--- src/hdl/video_pkg.sv ---
package video_pkg;

    // Pixel geometry
    localparam int PIX_W = 32;

    // Frame geometry, active region only
    localparam int FRAME_W = 64;
    localparam int FRAME_H = 4;

    // Pixels per frame
    localparam int FRAME_PIX = FRAME_W * FRAME_H;

    // One pixel as it arrives on the video input
    typedef logic [PIX_W-1:0] pixel_t;

endpackage

--- src/hdl/mem_pkg.sv ---
package mem_pkg;

    import video_pkg::*;

    // Pixel lanes packed into one memory word
    localparam int LANES = 8;

    // Word width, eight pixels side by side
    localparam int WORD_W = PIX_W * LANES;

    // Whole frame in words
    localparam int FRAME_WORDS = FRAME_PIX / LANES;

    // Word address and lane index widths
    localparam int ADDR_W = $clog2(FRAME_WORDS);
    localparam int LANE_W = $clog2(LANES);

    typedef logic [ADDR_W-1:0] word_addr_t;
    typedef logic [LANE_W-1:0] lane_idx_t;

    // One memory word, seen as raw storage bits or as pixel lanes
    // Lane 0 is the earliest pixel, sitting in the low bits
    typedef union packed {
        logic [WORD_W-1:0]     raw;
        pixel_t [LANES-1:0]    lane;
    } mem_word_u;

endpackage

--- src/hdl/mem_bus_if.sv ---
interface mem_bus_if (
    input logic mm_tras_inst
);

    import mem_pkg::*;

    // Write side, single-cycle strobe
    logic       wr_en;
    word_addr_t wr_addr;
    mem_word_u  wr_data;

    // Read side, data returns one cycle after the request
    logic       rd_en;
    word_addr_t rd_addr;
    mem_word_u  rd_data;
    logic       rd_valid;

    // Pixel packer, write requests only
    modport packer (
        input  mm_tras_inst,
        output wr_en,
        output wr_addr,
        output wr_data
    );

    // Pixel unpacker, read requests and returned words
    modport unpacker (
        input  mm_tras_inst,
        output rd_en,
        output rd_addr,
        input  rd_data,
        input  rd_valid
    );

    // Frame memory, serves both ports
    modport ram (
        input  mm_tras_inst,
        input  wr_en,
        input  wr_addr,
        input  wr_data,
        input  rd_en,
        input  rd_addr,
        output rd_data,
        output rd_valid
    );

endinterface

--- src/hdl/pixel_unpacker.sv ---
module pixel_unpacker (
    input  logic              mm_tras_inst,
    input  logic              reset,
    input  logic              rd_start,
    mem_bus_if.unpacker       bus,
    output logic              out_valid,
    output video_pkg::pixel_t out_pixel,
    output logic              out_sof
);

    import mem_pkg::*;

    // Read sequencing
    logic       busy;
    word_addr_t word_cnt;
    lane_idx_t  phase;
    logic       last_word;
    logic       done;

    // Output side
    mem_word_u  lane_buf;
    lane_idx_t  out_lane;
    logic       sof_pend;

    assign last_word = (word_cnt == word_addr_t'(FRAME_WORDS - 1));

    // Last pixel of the frame leaving, phase has wrapped with no request out
    assign done = busy && last_word && (phase == '0) && !bus.rd_en;

    // Request side
    always_ff @(posedge mm_tras_inst) begin
        if (reset) begin
            busy        <= 1'b0;
            word_cnt    <= '0;
            phase       <= '0;
            bus.rd_en   <= 1'b0;
            bus.rd_addr <= '0;
        end else begin
            bus.rd_en <= 1'b0;
            if (!busy) begin
                // Start ignored while a read is in progress
                if (rd_start) begin
                    busy        <= 1'b1;
                    word_cnt    <= '0;
                    phase       <= '0;
                    bus.rd_en   <= 1'b1;
                    bus.rd_addr <= '0;
                end
            end else if (done) begin
                busy <= 1'b0;
            end else begin
                phase <= phase + 1'b1;
                // Next word requested so it lands right after the last lane
                if (phase == lane_idx_t'(LANES - 1) && !last_word) begin
                    word_cnt    <= word_cnt + 1'b1;
                    bus.rd_en   <= 1'b1;
                    bus.rd_addr <= word_cnt + 1'b1;
                end
            end
        end
    end

    // Lane counter, lane 0 goes out straight from the read data
    always_ff @(posedge mm_tras_inst) begin
        if (reset) begin
            out_lane <= '0;
        end else if (bus.rd_valid) begin
            out_lane <= lane_idx_t'(1);
        end else if (out_lane != '0) begin
            // Wraps back to idle after lane 7
            out_lane <= out_lane + 1'b1;
        end
    end

    // Start of frame marker waits for the first word
    always_ff @(posedge mm_tras_inst) begin
        if (reset) begin
            sof_pend <= 1'b0;
        end else if (!busy && rd_start) begin
            sof_pend <= 1'b1;
        end else if (bus.rd_valid) begin
            sof_pend <= 1'b0;
        end
    end

    // Lane buffer, holds lanes 1 to 7
    always_ff @(posedge mm_tras_inst) begin
        if (bus.rd_valid) begin
            lane_buf <= bus.rd_data;
        end
    end

    // Pixel out
    assign out_valid = bus.rd_valid || (out_lane != '0);
    assign out_pixel = bus.rd_valid ? bus.rd_data.lane[0] : lane_buf.lane[out_lane];
    assign out_sof   = bus.rd_valid && sof_pend;

    // Pixels leave only while a read is active, busy drops after the last lane
    a_rd_in_busy : assert property (
        @(posedge mm_tras_inst) disable iff (reset)
        out_valid |-> busy
    );

endmodule

--- src/flat_wrapper.sv ---
// flat-port wrapper written by rule: the top's interface ports become plain ports
module pixel_unpacker_flat import mem_pkg::*;
  (mm_tras_inst, reset, rd_start, out_valid, out_pixel, out_sof, bus_rd_en, bus_rd_addr, bus_rd_data, bus_rd_valid);
  mem_bus_if bus_i (.mm_tras_inst(mm_tras_inst));
  input  logic mm_tras_inst;
  input  logic reset;
  input  logic rd_start;
  output logic out_valid;
  output video_pkg::pixel_t out_pixel;
  output logic out_sof;
  output wire logic [$bits(bus_i.rd_en)-1:0] bus_rd_en;
  output wire logic [$bits(bus_i.rd_addr)-1:0] bus_rd_addr;
  input wire logic [$bits(bus_i.rd_data)-1:0] bus_rd_data;
  input wire logic [$bits(bus_i.rd_valid)-1:0] bus_rd_valid;
  assign bus_rd_en = bus_i.rd_en;
  assign bus_rd_addr = bus_i.rd_addr;
  assign bus_i.rd_data = bus_rd_data;
  assign bus_i.rd_valid = bus_rd_valid;
  pixel_unpacker u_core (.mm_tras_inst(mm_tras_inst), .reset(reset), .rd_start(rd_start), .bus(bus_i), .out_valid(out_valid), .out_pixel(out_pixel), .out_sof(out_sof));
endmodule
--- config.mk ---
export PLATFORM = sky130hd
export DESIGN_NAME = pixel_unpacker_flat
export DESIGN_NICKNAME = d
export VERILOG_FILES = /design/src/hdl/video_pkg.sv /design/src/hdl/mem_pkg.sv /design/src/hdl/mem_bus_if.sv /design/src/hdl/pixel_unpacker.sv /design/src/flat_wrapper.sv
export SDC_FILE = /design/constraint.sdc
export NUM_CORES = 1
export LEC_CHECK = 0
export ABC_AREA = 0
export BUFFER_PORTS_ARGS = -buffer_cell sky130_fd_sc_hd__buf_4
export CORE_MARGIN = 3
export CORE_UTILIZATION = 47
export CTS_BUF_LIST = sky130_fd_sc_hd__clkbuf_4
export DETAILED_ROUTE_END_ITERATION = 16
export PLACE_DENSITY = 0.78
export SLEW_MARGIN = 20
export SYNTH_ARGS = -nofsm -noshare
export SYNTH_HDL_FRONTEND = slang
export SYNTH_SLANG_ARGS = --single-unit
--- constraint.sdc ---
create_clock -name mm_tras_inst -period 3.39 [get_ports mm_tras_inst]
set_input_delay 0.1695 -clock mm_tras_inst [delete_from_list [all_inputs] [get_ports mm_tras_inst]]
set_output_delay 0.1695 -clock mm_tras_inst [all_outputs]
set_load 0.01 [all_outputs]
==> results.yml <==
global_route:
  grt.total_usage_pct: 26.2
  grt_pass1_vias: 9159
  gr-total-overflow: 0
  grt_max_degree: 105
  grt_pass1_wl_um: 49000
  grt_antenna_before_repair: 2
floorplan:
  dieHeight_um: 158
  fp.dieW_um: 158
  ioPinCount: 300
  dieArea_um2: 24900
  rows: 54
  initial_utilization_pct: 48.7
  core_area_um2: 22200
synth:
  synth_cell_types: 38
  synth_top_cell_area_share_pct: 70.9
  synth_top_cells_by_area: "edfxtp_1 (71%), mux2_2 (6.7%), mux2i_1 (6.0%), dfxtp_1 (2.6%), o221ai_1 (1.9%)"
  yosys.area.top_type: "edfxtp_1"
  synth_nets: 897
  synth-edff-count: 256
  synth_area_um2: 10800
  seq_area_frac_synth_pct: 73.5
  syn_area_per_cell_um2: 17.2
  synthCells: 630
  async_flop_share_pct: 0
  yosys_register_bits: 270
  yosys_warnings: 0
  synth_ff_type: "edfxtp_1"
pwr:
  p_comb_share_pct: 14.8
  switching_share_pct: 24.3
  p_sw_mw: 1.96
  seqPwrFrac_pct: 49.9
  p_leak_nw: 6.75
  powerDensity_nw_per_um2: 483
  ir_worst_vdd_mv: 0.314
  intPower_mw: 6.13
  p_clk_share_pct: 35.3
cells_and_area:
  utilization_pct: 75.4
  layout.nets: 1501
  final_common_cell: "buf_4"
  final_cell_mix: "buf_4 (307), dlygate4sd3_1 (259), edfxtp_1 (256)"
  drive_gt1_share_pct: 38.0
  design_area_um2: 16800
  syn_to_final_growth_pct: 54.8
place:
  port-buffer-count: 299
  hpwl_um: 17300
  pre_cts_ws_ns: 1.14
  post_dp_cell_area_um2: 13300
  routabilityCongestion: 0.809
drt:
  remaining_drc_errors: 0
  routedWlPerCell_um: 21.3
  vias: 8256
  viasPerCell: 5.29
  firstDrtPassIters: 5
  ant_nets: 0
  wirelength_um: 33200
  first_iter_violations: 529
min_path:
  hp-class: "in -> reg"
setup_path:
  arrival_ns: 2.78
  endpoint_kind: "output pin"
  crit_type: "reg -> out"
  crit_path_max_fanout: 17
  critPathRequiredTime_ns: 3.22
  start_kind: "flip-flop"
clock_tree:
  cts.sinks: 270
  cts_tree: "built"
  worstSkewPairLatency_ns: 0.64
  root_buffer: "clkbuf_4"
  htree_levels: 3
  cts-buffers-inserted: 70
  clk_pin_slew_ns: 0.08
  cts_resized: 0
  clk_path_buf_depth: 3
sta:
  slew_headroom_pct: 29.4
  tightest_slew_ns: 1.06
  fmax_mhz: 339
  hold_ws_ns: 0.0679
  skew_ns: 0.0183
  slew_violations: 0
  rsz0062_at_grt: "false"
  setup_viol: 0
  min_period_ns: 2.95
  final_hold_viol_count: 0
  finalCritPeriodShare_pct: 86.9
  tns_ns: 0
  postLayoutSetupSlackWorst_ns: 0.443
job:
  cap_viol_max_count: 0
status:
  status: "completed"
[cell usage after synthesis (all sizes together), types with 2 or more instances]
cell    instances
dfxtp          14
buf            22
a21oi          10
nor3            4
mux2i          65
o221ai         24
clkbuf         17
mux2           64
nand2b          5
nor2b           2
inv             6
nor2            6
nand2          37
a22oi          24
edfxtp        256
o22ai           9
ha              7
a221o           8
o21ai          34
nand3           4
[area by class of cell]
class,count,area [um^2]
repair buffers,571,4990
well taps,280,350
fillers,1235,5460
clock buffers,99,743
inverters,6,22.5
clock inverters,19,125
diodes,2,5.00
flip-flops and latches,270,7970
multi-input cells,315,2560
[worst max-delay path, stage by stage, from the launching register on]
cell and delay [ns]:
dfxtp_1 0.53, nand2_1 0.59, buf_4 0.46, o221ai_1 0.29, o21ai_1 0.11, buf_4 0.16
[power groups by stage]
stage               clock network [mW]  registers (mW)  logic, mW
detailed placement                   0            4.09      0.899
floorplan                            0            4.05      0.490
CTS                               2.85            4.02       1.15
global placement                     0            4.08      0.880
finish                            2.86            4.04       1.20
global route                      3.10            4.05       1.26
[flip-flops by register name (all words and copies together) (netlist names)]
register	flops
u_core.bus.rd_addr	5
u_core.bus.rd_en	1
u_core.busy	1
u_core.lane_buf	256
u_core.out_lane	3
u_core.phase	3
u_core.sof_pend	1
[metal layers]
| metal | track usage [%] | part of all wire (%) | up-vias |
|---|---|---|---|
| li1 | - | - | 3756 |
| met1 | 29.0 | 36 | 4002 |
| met2 | 47.6 | 54 | 410 |
| met3 | 6.15 | 6.9 | 88 |
| met4 | 11.9 | 3.3 | 0 |
| met5 | 0 | 0 | - |
[final timing paths]
kind | from | to | slack [ns] | depth (start not counted)
worst max-delay path | u_core.out_lane[2] | out_pixel[30] | 0.44 | 5
worst min-delay path | bus_rd_valid | u_core.lane_buf[108] | 0.07 | 1
worst max register to register | u_core.bus.rd_addr[0] | u_core.bus.rd_addr[0] | 1.14 | 7
worst min register to register | u_core.sof_pend | u_core.sof_pend | 0.48 | 2
[per-stage QoR]
step | instances | total power, mW
5_1_grt | 1562 | 8.42
6_report | 1562 | 8.09
2_1_floorplan | 630 | 4.54
3_3_place_gp | 1183 | 4.96
4_1_cts | 1560 | 8.02
3_5_place_dp | 1183 | 4.99
[logic make-up after synthesis]
logic type	synth area share, %
flops	73.5
buf+inv	2.99
xor+xnor	0.0808
compound gates	7.14
simple gates	2.79
mux	12.7
fa+ha+maj	0.808
[timing repair]
action / in CTS / in global routing
hold buffers: 259 / 0
buffers inserted: 0 / 0
hold endpoints to repair: 270 / 0
Power figures use the tool's default switching activity.
