**config.mk**
```make
export PLATFORM = sky130hd
export DESIGN_NAME = pixel_packer_flat
export DESIGN_NICKNAME = d
export VERILOG_FILES = /design/src/hdl/video_pkg.sv /design/src/hdl/mem_pkg.sv /design/src/hdl/mem_bus_if.sv /design/src/hdl/pixel_packer.sv /design/src/flat_wrapper.sv
export SDC_FILE = /design/constraint.sdc
export NUM_CORES = 1
export LEC_CHECK = 0
export BUFFER_PORTS_ARGS = -buffer_cell sky130_fd_sc_hd__buf_4
export CORE_ASPECT_RATIO = 1.4
export CORE_MARGIN = 4
export CORE_UTILIZATION = 60
export CTS_BUF_LIST = sky130_fd_sc_hd__clkbuf_8
export DETAILED_ROUTE_END_ITERATION = 10
export MAX_ROUTING_LAYER = met4
export PLACE_DENSITY = 0.85
export SETUP_SLACK_MARGIN = 0.15
export SKIP_CTS_REPAIR_TIMING = 1
export SLEW_MARGIN = 20
export SYNTH_ARGS = -nofsm -noshare
export SYNTH_HDL_FRONTEND = slang
export SYNTH_SLANG_ARGS = --single-unit
```
**constraint.sdc**
```tcl
create_clock -name mm_tras_inst -period 30.6 [get_ports mm_tras_inst]
set_input_delay 7.65 -clock mm_tras_inst [delete_from_list [all_inputs] [get_ports mm_tras_inst]]
set_output_delay 7.65 -clock mm_tras_inst [all_outputs]
set_load 0.05 [all_outputs]
```
**src/hdl/video_pkg.sv**
```systemverilog
package video_pkg;

    // Pixel geometry
    localparam int PIX_W = 32;

    // Frame geometry, active region only
    localparam int FRAME_W = 64;
    localparam int FRAME_H = 4;

    // Pixels per frame
    localparam int FRAME_PIX = FRAME_W * FRAME_H;

    // One pixel as it arrives on the video input
    typedef logic [PIX_W-1:0] pixel_t;

endpackage

```
**src/hdl/mem_pkg.sv**
```systemverilog
package mem_pkg;

    import video_pkg::*;

    // Pixel lanes packed into one memory word
    localparam int LANES = 8;

    // Word width, eight pixels side by side
    localparam int WORD_W = PIX_W * LANES;

    // Whole frame in words
    localparam int FRAME_WORDS = FRAME_PIX / LANES;

    // Word address and lane index widths
    localparam int ADDR_W = $clog2(FRAME_WORDS);
    localparam int LANE_W = $clog2(LANES);

    typedef logic [ADDR_W-1:0] word_addr_t;
    typedef logic [LANE_W-1:0] lane_idx_t;

    // One memory word, seen as raw storage bits or as pixel lanes
    // Lane 0 is the earliest pixel, sitting in the low bits
    typedef union packed {
        logic [WORD_W-1:0]     raw;
        pixel_t [LANES-1:0]    lane;
    } mem_word_u;

endpackage

```
**src/hdl/mem_bus_if.sv**
```systemverilog
interface mem_bus_if (
    input logic mm_tras_inst
);

    import mem_pkg::*;

    // Write side, single-cycle strobe
    logic       wr_en;
    word_addr_t wr_addr;
    mem_word_u  wr_data;

    // Read side, data returns one cycle after the request
    logic       rd_en;
    word_addr_t rd_addr;
    mem_word_u  rd_data;
    logic       rd_valid;

    // Pixel packer, write requests only
    modport packer (
        input  mm_tras_inst,
        output wr_en,
        output wr_addr,
        output wr_data
    );

    // Pixel unpacker, read requests and returned words
    modport unpacker (
        input  mm_tras_inst,
        output rd_en,
        output rd_addr,
        input  rd_data,
        input  rd_valid
    );

    // Frame memory, serves both ports
    modport ram (
        input  mm_tras_inst,
        input  wr_en,
        input  wr_addr,
        input  wr_data,
        input  rd_en,
        input  rd_addr,
        output rd_data,
        output rd_valid
    );

endinterface

```
**src/hdl/pixel_packer.sv**
```systemverilog
module pixel_packer (
    input  logic              mm_tras_inst,
    input  logic              reset,
    input  logic              in_vsync,
    input  logic              in_de,
    input  video_pkg::pixel_t in_pixel,
    mem_bus_if.packer         bus
);

    import mem_pkg::*;

    // Lane being filled next
    lane_idx_t  lane_cnt;
    // Address of the word under assembly
    word_addr_t wr_ptr;
    // Whole frame already stored
    logic       frame_full;

    // Word under assembly and its next value
    mem_word_u  asm_word;
    mem_word_u  asm_next;

    logic       pix_take;
    logic       word_done;

    // Pixel accepted only outside vsync and before the frame fills up
    assign pix_take  = in_de && !in_vsync && !frame_full;
    assign word_done = pix_take && (lane_cnt == lane_idx_t'(LANES - 1));

    // Drop the incoming pixel into its lane
    always_comb begin
        asm_next = asm_word;
        asm_next.lane[lane_cnt] = in_pixel;
    end

    // Lane count, frame address and full flag
    always_ff @(posedge mm_tras_inst) begin
        if (reset) begin
            lane_cnt   <= '0;
            wr_ptr     <= '0;
            frame_full <= 1'b0;
        end else if (in_vsync) begin
            // New frame, an unfinished word is thrown away
            lane_cnt   <= '0;
            wr_ptr     <= '0;
            frame_full <= 1'b0;
        end else if (pix_take) begin
            lane_cnt <= lane_cnt + 1'b1;
            if (word_done) begin
                if (wr_ptr == word_addr_t'(FRAME_WORDS - 1)) begin
                    // Last word of the frame, hold the pointer
                    frame_full <= 1'b1;
                end else begin
                    wr_ptr <= wr_ptr + 1'b1;
                end
            end
        end
    end

    // Assembly register
    always_ff @(posedge mm_tras_inst) begin
        if (pix_take) begin
            asm_word <= asm_next;
        end
    end

    // Write strobe one cycle after the eighth pixel
    always_ff @(posedge mm_tras_inst) begin
        if (reset) begin
            bus.wr_en   <= 1'b0;
            bus.wr_addr <= '0;
        end else begin
            bus.wr_en <= word_done;
            if (word_done) begin
                bus.wr_addr <= wr_ptr;
            end
        end
    end

    // Write data, complete word including the eighth lane
    always_ff @(posedge mm_tras_inst) begin
        if (word_done) begin
            bus.wr_data <= asm_next;
        end
    end

    // Writes walk the frame one word at a time and never go past its last word
    a_wr_in_frame : assert property (
        @(posedge mm_tras_inst) disable iff (reset)
        bus.wr_en |-> (bus.wr_addr == '0) ||
                      (int'(bus.wr_addr) == int'($past(bus.wr_addr)) + 1)
    );

endmodule

```
**src/flat_wrapper.sv**
```systemverilog
// flat-port wrapper written by rule: the top's interface ports become plain ports
module pixel_packer_flat import mem_pkg::*;
  (mm_tras_inst, reset, in_vsync, in_de, in_pixel, bus_wr_en, bus_wr_addr, bus_wr_data);
  mem_bus_if bus_i (.mm_tras_inst(mm_tras_inst));
  input  logic mm_tras_inst;
  input  logic reset;
  input  logic in_vsync;
  input  logic in_de;
  input  video_pkg::pixel_t in_pixel;
  output wire logic [$bits(bus_i.wr_en)-1:0] bus_wr_en;
  output wire logic [$bits(bus_i.wr_addr)-1:0] bus_wr_addr;
  output wire logic [$bits(bus_i.wr_data)-1:0] bus_wr_data;
  assign bus_wr_en = bus_i.wr_en;
  assign bus_wr_addr = bus_i.wr_addr;
  assign bus_wr_data = bus_i.wr_data;
  pixel_packer u_core (.mm_tras_inst(mm_tras_inst), .reset(reset), .in_vsync(in_vsync), .in_de(in_de), .in_pixel(in_pixel), .bus(bus_i));
endmodule
```
==> run_results.csv <==
group,metric,value,unit
outcome,status,"completed",
power,power_density,57.3,mW/mm²
routing,vias_per_cell,5.74,
sta,period_minus_slack,9.72,ns
sta,holdWs,0.466,ns
sta,worst_pin_slew,1.20,ns
clock_tree,cts_tree,"yes",
power,p_leak,8.33,nW
floorplan,start_util,60.8,%
clock_tree,htreeDepth,3,
global_routing,grt-ovfl-total,0,
global_routing,grt_pass1_vias,10000,
setup_path,crit_type,"input port to flip-flop",
clock_tree,cts_root_buf,"clkbuf_8",
global_routing,grt_usage,22.9,%
setup_path,worst_ep_arrival_time,9.91,ns
sta,fin_skew,0.0264,ns
routing,wl_per_cell,23.9,µm
logic_synthesis,syn_nets,911,
global_routing,grt_pass1_wl,59400,µm
power,p_clk_share,36.1,%
floorplan,pin_count,298,
flow_run,cap_violations,0,
worst_hold_path,min_path_type,"flip-flop to flip-flop",
logic_synthesis,postSynthCellCount,871,
setup_path,cp_slowest_stage_delay,0.90,ns
logic_synthesis,ys_seq_elements,527,
logic_synthesis,syn_area,0.0193,mm²
sta,fmax,0.103,GHz
finish,drive_above_1_share,51.1,%
routing,drt_iter0_drc,667,
logic_synthesis,synthTopCellsByCount,"edfxtp_1 (512), mux2_2 (235), dfxtp_1 (15)",
sta,hold_viol_final,0,
routing,vias,9556,
power,max-vdd-ir-drop,51.4,µV
clock_tree,cts.sinks,527,
clock_tree,path_clk_slew,0.06,ns
routing,firstDrtPassIters,5,
routing,drt_wl_total,39800,µm
power,seqPwrFrac,61.0,%
logic_synthesis,syn_area_per_cell,22.1,µm²
floorplan,die_w,160,µm
finish,antenna_cells,0,
setup_path,crit_fanout,187,
logic_synthesis,synth_edf_count,512,
setup_path,crit_required,30.79,ns
power,p_int,1.06,mW
logic_synthesis,async_reset_ff_share,0,%
global_routing,grt_antenna_before_repair,0,
setup_path,critPathLaunchType,"input port",
logic_synthesis,synth_most_common_cell,"edfxtp_1",
floorplan,fp.dieH,220,µm
global_routing,grt_max_degree,188,
sta,setup_viol_count_final,0,
setup_path,critPathBufInv,3,
setup_path,endpoint_kind,"flip-flop",
floorplan,core,0.0317,mm²
logic_synthesis,yosysTopAreaCell,"edfxtp_1",
sta,setup_tns,0,ns
sta,maxSlewHeadroom,20.2,%
logic_synthesis,synth_area_leaders,"edfxtp_1 (80%), mux2_2 (14%), dfxtp_1 (1.6%)",
logic_synthesis,yosysUniqueCellTypes,30,
setup_path,slowest_stage,"buf_4",
sta,period_share,31.8,%
finish,nets,1264,
placement,place.gp.congestion,0.805,
clock_tree,cts_max_path_buffers,3,
setup_path,path_common_cell,"buf_4",
logic_synthesis,ys.flop_type,"edfxtp_1",
clock_tree,clock_latency,0.59,ns
logic_synthesis,yosys_warnings,0,
routing,ant_nets,0,
floorplan,dieArea,0.0351,mm²
setup_path,path_cells,"buf_4, nor3b_4, buf_12, buf_4",
sta,drv_slew,0,
logic_synthesis,yosysTopAreaCellShare,79.7,%
finish,area_delta_synth_final,20.1,%
sta,rsz0062_at_grt,"false",
routing,drc,0,
power,p_comb_share,2.9,%
power,power_switching,266,µW
setup_path,critPathTopFamily,"buffers and inverters",
clock_tree,cts_buffers,74,
logic_synthesis,yosysSeqAreaShare,81.3,%
floorplan,row_count,77,
power,swShare,20.0,%
finish,fill_cells,1775,
placement,io_buffers,297,
placement,hpwlAfterDp,24300,µm
[kinds of logic after synthesis]
kind of cell,share of synthesized area [%]
mux,15.2
simple gates,1.52
flops,81.3
compound gates,0.428
fa+ha+maj,0.260
xor+xnor,0.0454
buf+inv,1.21
[final timing paths]
check	slack, ns	endpoint	startpoint	depth (start not counted)
setup reg to reg	27.17	u_core.bus.wr_data[223]	u_core.lane_cnt[0]	5
hold reg to reg	0.47	u_core.bus.wr_addr[0]	u_core.bus.wr_addr[0]	2
hold / removal	0.47	u_core.bus.wr_addr[0]	u_core.bus.wr_addr[0]	2
setup / recovery	20.88	u_core.asm_word[184]	in_vsync	4
[final cells by class]
type	instances	area (µm²)	share of cell area [%]
clock inverters	46	213	0.918
repair buffers	307	2320	10.0
flip-flops and latches	527	15700	67.7
well taps	395	494	2.13
inverters	1	11.3	0.0486
multi-input cells	313	3390	14.6
clock buffers	77	1060	4.58
[tightest hold or removal path, cell delays in order, from the launching register on]
cell and delay, ns:
dfxtp_1 0.31, nand2_1 0.05, a21oi_1 0.06
[power groups by stage]
| stage | logic, mW | registers (mW) | clock network, mW |
|---|---|---|---|
| floorplan | 0.0236 | 0.828 | 0 |
| global placement | 0.0360 | 0.824 | 0 |
| detailed placement | 0.0381 | 0.825 | 0 |
| CTS | 0.0382 | 0.810 | 0.492 |
| global route | 0.0413 | 0.810 | 0.525 |
| finish | 0.0382 | 0.810 | 0.480 |
[through the flow]
stage	instance area [µm²]	utilization, %	instances	total power [mW]	worst slack, ns
after floorplan	19300	-	871	0.851	12.23
after global placement	21900	69.0	1542	0.860	20.29
after detailed placement	21900	69.1	1543	0.863	20.27
after CTS	23200	73.1	1666	1.34	20.89
after global routing	23200	73.1	1666	1.38	20.88
final	23200	73.1	1666	1.33	20.88
[sequential cells by signal, summed over array words and instances (netlist names)]
name / cells
u_core.bus.wr_addr: 5
u_core.frame_full: 1
u_core.lane_cnt: 3
u_core.bus.wr_data: 256
u_core.asm_word: 256
u_core.wr_ptr: 5
u_core.bus.wr_en: 1
[routing by layer]
metal	GRT usage [%]	routed length [µm]	vias up
li1	-	-	4189
met1	26.6	14800	4892
met2	38.1	20600	376
met3	6.45	2910	99
met4	9.87	1600	0
met5	-	0	-
[placed cells by master, fill, tap and decap left out, drive strengths merged]
master / count
nor3b: 4
dfxtp: 15
bufinv: 1
nor2: 5
or4: 1
ha: 4
clkinv: 23
clkbuf: 77
mux2i: 2
clkinvlp: 2
nand2: 10
inv: 21
nand3b: 5
o21ai: 4
o31ai: 1
nand3: 2
and3: 1
nand2b: 1
a21oi: 11
mux2: 256
nor3: 1
or2: 1
buf: 307
nand4bb: 1
edfxtp: 512
or3: 2
xnor2: 1
Power figures use the tool's default switching activity.
